## src/hdl/fe_pkg.sv

```systemverilog
package fe_pkg;

localparam int ARCH_WIDTH = 32;

typedef logic [ARCH_WIDTH-1:0] arch_width_t;

// first fetch address
// a zero PC marks an empty execute stage so this stays non-zero
localparam arch_width_t RESET_VECTOR = 32'h0000_0100;

// fixed 32-bit instructions, no compressed set
localparam arch_width_t INST_BYTES = 32'd4;

// addi x0, x0, 0
localparam arch_width_t NOP_INST = 32'h0000_0013;

// next PC source
typedef enum logic [1:0] {
    PC_SEL_PC = 2'd0,
    PC_SEL_INC4 = 2'd1,
    PC_SEL_ALU = 2'd2
} pc_sel_t;

// major opcodes seen by the front end
typedef enum logic [6:0] {
    OPC_BRANCH = 7'b110_0011,
    OPC_JAL = 7'b110_1111,
    OPC_JALR = 7'b110_0111,
    OPC_OP_IMM = 7'b001_0011,
    OPC_OP = 7'b011_0011
} opcode_t;

endpackage
```

## src/hdl/fe_top.sv

```systemverilog
`timescale 1ns/1ns

module fe_top (
    input  logic                clk,
    input  logic                reset,
    // backend
    input  logic                branch_taken,
    input  fe_pkg::arch_width_t alu_target,
    input  logic                dc_stalled,
    input  logic                load_hazard_stall,
    // instruction memory
    output logic                imem_req_valid,
    input  logic                imem_req_ready,
    output fe_pkg::arch_width_t imem_req_addr,
    input  logic                imem_rsp_valid,
    output logic                imem_rsp_ready,
    input  fe_pkg::arch_width_t imem_rsp_data,
    // decode and execute view
    output fe_pkg::arch_width_t inst_dec,
    output fe_pkg::arch_width_t pc_dec,
    output fe_pkg::arch_width_t pc_exe,
    output logic                bubble_dec,
    output logic                move_past_dec_stall
);

import fe_pkg::*;

pc_sel_t pc_sel;
logic pc_we;
pc_sel_t dec_pc_sel;
logic dec_pc_we;
logic branch_inst_dec;
logic jump_inst_dec;
logic branch_inst_exe;
logic jump_inst_exe;

// all port names match the nets above
fe_ctrl u_ctrl (
    .*
);

fe_pc_gen u_pc_gen (
    .*
);

fe_predecode u_predecode (
    .*
);

fe_exe_track u_exe_track (
    .*
);

endmodule

```

## src/hdl/fe_exe_track.sv

```systemverilog
`timescale 1ns/1ns

module fe_exe_track (
    input  logic                clk,
    input  logic                reset,
    input  fe_pkg::arch_width_t pc_dec,
    input  logic                branch_inst_dec,
    input  logic                jump_inst_dec,
    input  logic                bubble_dec,
    input  logic                load_hazard_stall,
    input  logic                dc_stalled,
    output fe_pkg::arch_width_t pc_exe,
    output logic                branch_inst_exe,
    output logic                jump_inst_exe
);

always_ff @(posedge clk) begin
    if (reset) begin
        pc_exe <= '0;
        branch_inst_exe <= 1'b0;
        jump_inst_exe <= 1'b0;
    end else if (!load_hazard_stall && !dc_stalled) begin
        if (bubble_dec) begin
            // zero PC means nothing valid in execute
            pc_exe <= '0;
            branch_inst_exe <= 1'b0;
            jump_inst_exe <= 1'b0;
        end else begin
            pc_exe <= pc_dec;
            branch_inst_exe <= branch_inst_dec;
            jump_inst_exe <= jump_inst_dec;
        end
    end
end

endmodule

```

## src/hdl/fe_predecode.sv

```systemverilog
`timescale 1ns/1ns

module fe_predecode (
    input  logic                clk,
    input  logic                reset,
    input  fe_pkg::arch_width_t imem_req_addr,
    input  logic                imem_rsp_valid,
    input  logic                imem_rsp_ready,
    input  fe_pkg::arch_width_t imem_rsp_data,
    input  logic                bubble_dec,
    input  logic                dc_stalled,
    output fe_pkg::arch_width_t inst_dec,
    output fe_pkg::arch_width_t pc_dec,
    output logic                branch_inst_dec,
    output logic                jump_inst_dec,
    output fe_pkg::pc_sel_t     dec_pc_sel,
    output logic                dec_pc_we
);

import fe_pkg::*;

arch_width_t inst_q;
arch_width_t pc_q;
opcode_t opcode;
logic flow;

// only one request is in flight, so its address is still on the request
// bus when the response is consumed
always_ff @(posedge clk) begin
    if (reset) begin
        inst_q <= NOP_INST;
        pc_q <= '0;
    end else if (imem_rsp_valid && imem_rsp_ready) begin
        inst_q <= imem_rsp_data;
        pc_q <= imem_req_addr;
    end
end

// bubble shows up as a nop, which also clears the flow flags
assign inst_dec = bubble_dec ? NOP_INST : inst_q;
assign pc_dec = pc_q;

assign opcode = opcode_t'(inst_dec[6:0]);
assign branch_inst_dec = (opcode == OPC_BRANCH);
assign jump_inst_dec = (opcode == OPC_JAL) || (opcode == OPC_JALR);
assign flow = branch_inst_dec || jump_inst_dec;

// flow insts hold the PC until execute resolves them
assign dec_pc_sel = flow ? PC_SEL_PC : PC_SEL_INC4;
// only ask for an advance when the inst can leave decode
assign dec_pc_we = !bubble_dec && !flow && !dc_stalled;

endmodule

```

## src/hdl/fe_pc_gen.sv

```systemverilog
`timescale 1ns/1ns

module fe_pc_gen (
    input  logic                clk,
    input  logic                reset,
    input  fe_pkg::pc_sel_t     pc_sel,
    input  logic                pc_we,
    input  fe_pkg::arch_width_t alu_target,
    output fe_pkg::arch_width_t imem_req_addr
);

import fe_pkg::*;

arch_width_t pc;
arch_width_t pc_nxt;

always_comb begin
    case (pc_sel)
        PC_SEL_INC4: pc_nxt = pc + INST_BYTES;
        PC_SEL_ALU: pc_nxt = alu_target;
        default: pc_nxt = pc;
    endcase
end

always_ff @(posedge clk) begin
    if (reset) begin
        pc <= RESET_VECTOR;
    end else if (pc_we) begin
        pc <= pc_nxt;
    end
end

// a written PC goes out on the request bus in the same cycle
assign imem_req_addr = pc_we ? pc_nxt : pc;

endmodule

```

## src/hdl/fe_ctrl.sv

```systemverilog
`timescale 1ns/1ns

module fe_ctrl (
    input  logic                clk,
    input  logic                reset,
    input  logic                imem_req_ready,
    input  logic                imem_rsp_valid,
    input  fe_pkg::arch_width_t pc_dec,
    input  fe_pkg::arch_width_t pc_exe,
    input  logic                branch_inst_dec,
    input  logic                jump_inst_dec,
    input  logic                branch_inst_exe,
    input  logic                jump_inst_exe,
    input  logic                branch_taken,
    input  logic                dc_stalled,
    input  logic                load_hazard_stall,
    input  fe_pkg::pc_sel_t     dec_pc_sel,
    input  logic                dec_pc_we,
    output logic                imem_req_valid,
    output logic                imem_rsp_ready,
    output fe_pkg::pc_sel_t     pc_sel,
    output logic                pc_we,
    output logic                bubble_dec,
    output logic                move_past_dec_stall
);

import fe_pkg::*;

typedef enum logic [2:0] {
    RST,
    STEADY,
    STALL_FLOW,
    STALL_IMEM,
    STALL_DC
} stall_state_t;

stall_state_t state;
stall_state_t nx_state;

// PC of the branch or jump that fetch is waiting on
arch_width_t stalled_pc;
logic record_flow;

// request accepted by imem, response not consumed yet
logic inflight;

logic req_fire;
logic rsp_fire;
logic flow_dec;
logic flow_changed;
logic flow_resolved;
logic hold_dec;

assign req_fire = imem_req_valid && imem_req_ready;
assign rsp_fire = imem_rsp_valid && imem_rsp_ready;
assign flow_dec = branch_inst_dec || jump_inst_dec;
assign flow_changed = (branch_taken && branch_inst_exe) || jump_inst_exe;

// backend freezes decode on a dcache miss or a load-use hazard
assign hold_dec = dc_stalled || load_hazard_stall;

// stalled inst reached execute and the backend is free to resolve it
assign flow_resolved = (stalled_pc == pc_exe) && (pc_exe != '0) &&
                       !load_hazard_stall && !dc_stalled;

// decode holds a live instruction only in these two states
assign bubble_dec = !((state == STEADY) || (state == STALL_DC));

always_ff @(posedge clk) begin
    if (reset) begin
        state <= RST;
        inflight <= 1'b0;
        stalled_pc <= '0;
    end else begin
        state <= nx_state;
        if (req_fire) begin
            inflight <= 1'b1;
        end else if (rsp_fire) begin
            inflight <= 1'b0;
        end
        if (record_flow) begin
            stalled_pc <= pc_dec;
        end
    end
end

always_comb begin
    nx_state = state;
    record_flow = 1'b0;
    pc_sel = dec_pc_sel;
    pc_we = 1'b0;
    imem_req_valid = 1'b0;
    imem_rsp_ready = 1'b0;
    move_past_dec_stall = 1'b0;

    case (state)
        RST: begin
            // cold imem at boot, keep asking for the reset vector
            pc_sel = PC_SEL_PC;
            imem_req_valid = 1'b1;
            if (imem_req_ready) begin
                nx_state = STALL_IMEM;
            end
        end

        STEADY, STALL_DC: begin
            if (hold_dec) begin
                // no new requests, decode keeps its instruction
                nx_state = STALL_DC;
            end else if (flow_dec) begin
                // let the flow inst move to execute, bubble behind it
                record_flow = 1'b1;
                nx_state = STALL_FLOW;
            end else begin
                // advance the PC and request it in the same cycle
                pc_we = dec_pc_we;
                imem_req_valid = 1'b1;
                nx_state = STALL_IMEM;
            end
        end

        STALL_FLOW: begin
            if (flow_resolved) begin
                pc_sel = flow_changed ? PC_SEL_ALU : PC_SEL_INC4;
                pc_we = 1'b1;
                imem_req_valid = 1'b1;
                nx_state = STALL_IMEM;
            end
        end

        STALL_IMEM: begin
            // re-issue an unaccepted request unless the backend is stalled
            imem_req_valid = !inflight && !dc_stalled;
            imem_rsp_ready = 1'b1;
            if (rsp_fire) begin
                // the response lands in an empty decode stage even under a dcache stall
                move_past_dec_stall = dc_stalled;
                nx_state = STEADY;
            end
        end

        default: begin
            nx_state = RST;
        end
    endcase
end

endmodule

```

## config.mk

```make
export PLATFORM = sky130hd
export DESIGN_NAME = fe_top
export DESIGN_NICKNAME = d
export VERILOG_FILES = /design/src/hdl/fe_pkg.sv /design/src/hdl/fe_top.sv /design/src/hdl/fe_exe_track.sv /design/src/hdl/fe_predecode.sv /design/src/hdl/fe_pc_gen.sv /design/src/hdl/fe_ctrl.sv
export SDC_FILE = /design/constraint.sdc
export NUM_CORES = 1
export LEC_CHECK = 0
export BUFFER_PORTS_ARGS = -buffer_cell sky130_fd_sc_hd__buf_2
export CAP_MARGIN = 40
export CORE_MARGIN = 2
export CORE_UTILIZATION = 50
export CTS_CLUSTER_DIAMETER = 120
export DETAILED_ROUTE_END_ITERATION = 10
export PLACE_DENSITY = 0.85
export REMOVE_ABC_BUFFERS = 1
export SLEW_MARGIN = 5
export SYNTH_ARGS = -nofsm -noshare
export SYNTH_HDL_FRONTEND = slang
export SYNTH_SLANG_ARGS = --single-unit
```

## constraint.sdc

```tcl
create_clock -name clk -period 6.2 [get_ports clk]
set_clock_uncertainty 0.1 [all_clocks]
set_input_delay 1.24 -clock clk [delete_from_list [all_inputs] [get_ports clk]]
set_output_delay 1.24 -clock clk [all_outputs]
set_load 0.005 [all_outputs]
```

### Word-level counts from Yosys, hierarchy flattened

Cells that the tools add are included.

| cells by class | value |
|---|---|
| $add $sub $neg | 1 |
| equality and inequality tests | 13 |
| mux-type cells | 31 |
| reductions and logical operators | 25 |

Operators by type and width:

| operator | count |
|---|---|
| two-way mux 32 bit | 3 |
| one-hot mux 32 bit (2 select lines) | 1 |
| adder 32 x 3 -> 32 bit, second input constant | 1 |
| == test 32 bit | 1 |
| nonzero test 32 bit | 1 |
| == test 7 bit, second input constant | 3 |
| two-way mux 1 bit | 17 |
| two-way mux 3 bit | 4 |
| one-hot mux 3 bit (4 select lines) | 1 |
| logical AND 1 bit | 10 |
| == test 3 x 2 -> 1 bit, second input constant | 2 |
| zero test 1 bit | 5 |
| logical OR 1 bit | 5 |
| two-way mux 2 bit | 2 |
| != test 2 x 1 -> 1 bit, second input constant | 2 |
| one-hot mux 1 bit (4 select lines) | 1 |
| one-hot mux 2 bit (2 select lines) | 1 |
| == test 3 x 1 -> 1 bit, second input constant | 1 |
| == test 3 bit, second input constant | 1 |
| zero test 3 bit | 1 |
| AND reduction 3 bit | 1 |
| == test 2 x 1 -> 1 bit, second input constant | 1 |
| == test 2 bit, second input constant | 1 |
| != test 2 bit, second input constant | 1 |
| other kinds (3) | 3 |

| storage, ports and cells | value |
|---|---|
| flip-flop bits (word level) | 166 |
| input port bits | 71 |
| logic and storage cells | 79 |

### Depth between registers and ports, before layout

| depth | value |
|---|---|
| depth after elaboration | 13 |
| depth in mapped cells | 15 |
| mapped depth without buffers | 14 |

### Modules after synthesis

A second synthesis with hierarchy kept.

| second synthesis, totals | value |
|---|---|
| cell total of the unflattened synthesis | 1042 |
| area total of the unflattened synthesis | 8638.3 um^2 |

Modules (own cells, without submodules):

| module | cells each | times used | area each (um^2) | seq. area each (um^2) |
|---|---|---|---|---|
| fe_predecode | 333 | 1 | 3039.2 | 1281.2 |
| fe_pc_gen | 305 | 1 | 2204.6 | 640.6 |
| fe_ctrl | 247 | 1 | 1948.1 | 720.7 |
| fe_exe_track | 157 | 1 | 1446.4 | 680.7 |

### Worst setup path before layout

No wires, ideal clock.

| timing | value |
|---|---|
| path type | input port to output port |
| start point | input port load_hazard_stall |
| end point | output port imem_req_addr[12] |
| required time | 4.860 ns |
| cell stages on the path | 13 |
| arrival time | 3.756 ns |
| slack | 1.104 ns |
| cell sequence | or2_1 or3_1 nor4_2 nand2_1 nor2_1 nand2_1 ha_1 nand3b_1 nor4_2 or2_4 buf_6 a21oi_1 or2_1 |

| on the way | value |
|---|---|
| word-level cells in the longest chain between the ends | 8 |

RTL lines:

| element | RTL line | text |
|---|---|---|
| start: declaration | fe_top.sv:10 | `input logic load_hazard_stall,` |
| zero test 1 bit | fe_ctrl.sv:64 | `!load_hazard_stall && !dc_stalled;` |
| logical AND 1 bit | fe_ctrl.sv:63 | `assign flow_resolved = (stalled_pc == pc_exe) && (pc_exe != '0) &&` |
| logical AND 1 bit | fe_ctrl.sv:64 |  |
| two-way mux 2 bit | fe_ctrl.sv:123 | `if (flow_resolved) begin` |
| one-hot mux 2 bit (2 select lines) | fe_ctrl.sv:96 | `case (state)` |
| == test 2 bit or == test 2 x 1 -> 1 bit (tied branches) | fe_pc_gen.sv:18 | `case (pc_sel)` |
| one-hot mux 32 bit (2 select lines) | fe_pc_gen.sv:18 |  |
| two-way mux 32 bit * | fe_pc_gen.sv:34 | `assign imem_req_addr = pc_we ? pc_nxt : pc;` |
| end: declaration | fe_top.sv:14 | `output fe_pkg::arch_width_t imem_req_addr,` |

Mark *: on every way between the ends. The rest lies on a longest branch, timed or not.

### Final worst setup path

| timing | value |
|---|---|
| start point | input port load_hazard_stall |
| end point | output port imem_req_addr[2] |

Same word-level chain as after synthesis.

==> flow_metrics.py <==
metrics = {
    "critical_path": {
        "cp_max_fo": 20,
        "r2r-end": "u_pc_gen.pc[2]",
        "start_kind": "input port",
        "ff2ff_path_depth": 14,
        "setup.worst_path.class": "in2out",
        "slowest_stage": "or3_1",
        "cp-endpoint": "imem_req_addr[2]",
        "crit_chain": "buf_2, or2_1, or3_1, nor4_2, nand2_1, nor2_1, nand2_1, ha_1, nand3b_1, nor4_4, or2_4, buf_4, nor2_1, a21oi_1, buf_2",
        "crit_path_end_kind": "output pin",
        "worstReg2RegStart": "u_exe_track.pc_exe[10]",
        "worstPathRequired_ns": 4.86,
        "regToRegSetupSlack_ns": 2.18,
        "startpoint": "load_hazard_stall",
        "slowest_delay_ns": 0.40,
        "arrival_ns": 4.70,
    },
    "clock_network": {
        "cts.htree.levels": 4,
        "numCtsBuffers": 17,
        "cts-root-buf": "clkbuf_16",
        "postCtsSetupRepairBufs": 0,
        "clock_latency_ns": 0.44,
        "cts_tree": "built",
        "cts_buffer_depth": 2,
        "path_clk_slew_ns": 0.06,
        "ctsHoldBuffers": 0,
        "cts.sinks": 166,
    },
    "yosys": {
        "yosysMostFrequentCell": "nand2_1",
        "netlist_area_um2": 7880,
        "yosys_warnings": 0,
        "synth_flop_cell": "dfxtp_1",
        "synthCells": 1042,
        "yosysTopAreaCell": "dfxtp_1",
        "synth_edf_count": 0,
        "yosys-top-cells-area": "dfxtp_1 (42%), nand2_1 (13%), a21oi_1 (9.8%), xor2_1 (3.2%), nand3_1 (3.2%)",
        "synth_top_area_share_pct": 42.2,
        "async_flop_share_pct": 0,
        "syn-mean-instance-area_um2": 7.56,
        "yosysSeqAreaShare_pct": 42.2,
        "ys_top_cells_by_count": "nand2_1 (275), dfxtp_1 (166), a21oi_1 (154)",
        "synthDistinctLibCells": 62,
        "ys_ff_latch": 166,
    },
    "floorplan": {
        "start_util_pct": 51.5,
        "die_y_um": 130,
        "boundaryPins": 203,
        "core_area_um2": 15300,
        "die_x_um": 130,
        "die-area_um2": 16800,
        "row_count": 45,
    },
    "routing": {
        "routed_wl_um": 24700,
        "ant_nets": 0,
        "drc": 0,
        "via_per_inst": 5.82,
        "dr.pass1.iters": 7,
        "wl_per_cell_um": 17.3,
        "vias": 8316,
        "drt_iter0_drc": 905,
    },
    "grt": {
        "grt_use_total_pct": 28.7,
        "grt_pass1_vias": 7436,
        "grt_pass1_wl_um": 38100,
        "antenna_found_initial": 0,
        "grt_overflow": 0,
        "grt_max_degree": 84,
    },
    "power": {
        "p_per_area_nw_per_um2": 261,
        "power.leakage_nw": 4.11,
        "vdd_drop_max_mv": 0.231,
    },
    "sta": {
        "whs_ns": 0.351,
        "finalHoldViolCount": 0,
        "tightestPinTransition_ns": 0.895,
        "setup_viol": 0,
        "rsz0062_at_grt": "false",
        "finalCriticalPeriod_ns": 6.04,
        "drv_slew": 0,
        "max-slew-margin-rel_pct": 40.2,
        "tns_ns": 0,
        "fmax_ghz": 0.166,
        "period_share_pct": 97.3,
    },
    "final_layout": {
        "n_antenna_cell": 0,
        "drive_gt1_share_pct": 22.4,
        "areaGrowthSynthToFinish_pct": 22.1,
        "n_fill_cell": 1370,
        "num-nets-final": 1278,
    },
    "placement": {
        "io_buffers": 202,
        "gp_congestion": 0.918,
        "dpl.hpwl_um": 16200,
    },
    "min_path": {
        "hp-class": "reg2reg",
    },
    "status": {
        "outcome": "completed",
    },
    "job": {
        "drv_cap": 0,
    },
}
## per-stage QoR
stage          power [mW]  instances  cell area (um^2)  setup WS (ns)  util (%)
3_5_place_dp         1.42       1395              9000          0.243      58.8
3_3_place_gp         1.42       1393              8940          0.421      58.4
2_1_floorplan        1.28        966              7540          0.459         -
5_1_grt              2.58       1428              9620         0.0212      62.8
6_report             2.51       1428              9620          0.165      62.8
4_1_cts              2.51       1427              9610          0.183      62.7
## kinds of logic (layout without fill, tap and decap cells)
family	after synthesis	after routing	synth area share (%)
simple gates	480	481	28.1
compound gates	258	258	19.8
flops	166	166	42.2
buf+inv	99	273	5.46
xor+xnor	35	35	3.89
fa+ha+maj	3	3	0.476
mux	1	1	0.127
## routing by layer
metal / global-route usage (%) / routed length (um) / vias to the layer above
met4: 11.6 / 797 / 0
met5: 0 / 0 / -
li1: - / - / 3959
met2: 46.8 / 11500 / 415
met1: 38.3 / 10500 / 3879
met3: 4.29 / 1840 / 63
## critical path, delay by kind of cell
family                     cells  cell delay, ns
and+or+nand+nor               10            2.50
buffers and inverters          3            0.49
adders and majority gates      1            0.31
AOI/OAI and AO/OA              1            0.15
## report_power, final
part	switching, mW	internal, mW	leakage (nW)
combinational	0.216	0.0888	2.48
sequential	0.0213	1.08	1.34
clock	0.448	0.658	0.287
## registers in the layout, summed over array words and instances, names as in the netlist
| signal | cells |
|---|---|
| u_predecode.pc_dec | 32 |
| u_ctrl.state | 3 |
| u_ctrl.inflight | 1 |
| u_predecode.inst_q | 32 |
| u_ctrl.stalled_pc | 32 |
| u_exe_track.branch_inst_exe | 1 |
| u_exe_track.jump_inst_exe | 1 |
| u_pc_gen.pc | 32 |
| u_exe_track.pc_exe | 32 |
## cell type report
class / count / area, um^2 / share of cell area (%)
Inverter: 23 / 86.3 / 0.897
Tap cell: 211 / 264 / 2.74
Clock inverter: 10 / 144 / 1.50
Timing Repair Buffer: 218 / 1190 / 12.3
Clock buffer: 22 / 464 / 4.82
Sequential cell: 166 / 3320 / 34.5
Multi-Input combinational cell: 778 / 4150 / 43.2
## worst min-delay path by stage
stage / from / endpoint / slack, ns / cells past startpoint
floorplan: u_pc_gen.pc[0] / u_predecode.pc_dec[0] / 0.32 / 2
detailed placement: u_predecode.inst_q[23] / u_predecode.inst_q[23] / 0.34 / 2
global route: u_predecode.inst_q[13] / u_predecode.inst_q[13] / 0.37 / 2
CTS: u_predecode.inst_q[23] / u_predecode.inst_q[23] / 0.35 / 2
finish: u_predecode.inst_q[16] / u_predecode.inst_q[16] / 0.35 / 2
global placement: u_predecode.inst_q[15] / u_predecode.inst_q[15] / 0.34 / 2
## cell usage in the layout (no fill, tap or decap), types with 6 or more instances in the layout
cell	instances
o41ai_1	6
o21ai_0	22
nor2_1	30
buf_4	14
and3_1	36
nand4_1	14
inv_1	23
xnor2_1	6
xor2_1	29
nand3_1	50
a21oi_1	154
nor3_1	9
buf_2	201
a32o_1	9
a22o_1	9
nor4_1	24
clkbuf_16	17
o22ai_1	6
or3_1	8
dfxtp_1	166
nand2_1	274
## timing repair
action,4_1_cts,5_1_grt
endpoints found under the hold margin,0,0
resized for setup,0,1
endpoints found under the setup margin,0,9
No activity file was read; power rests on OpenSTA's default activity.
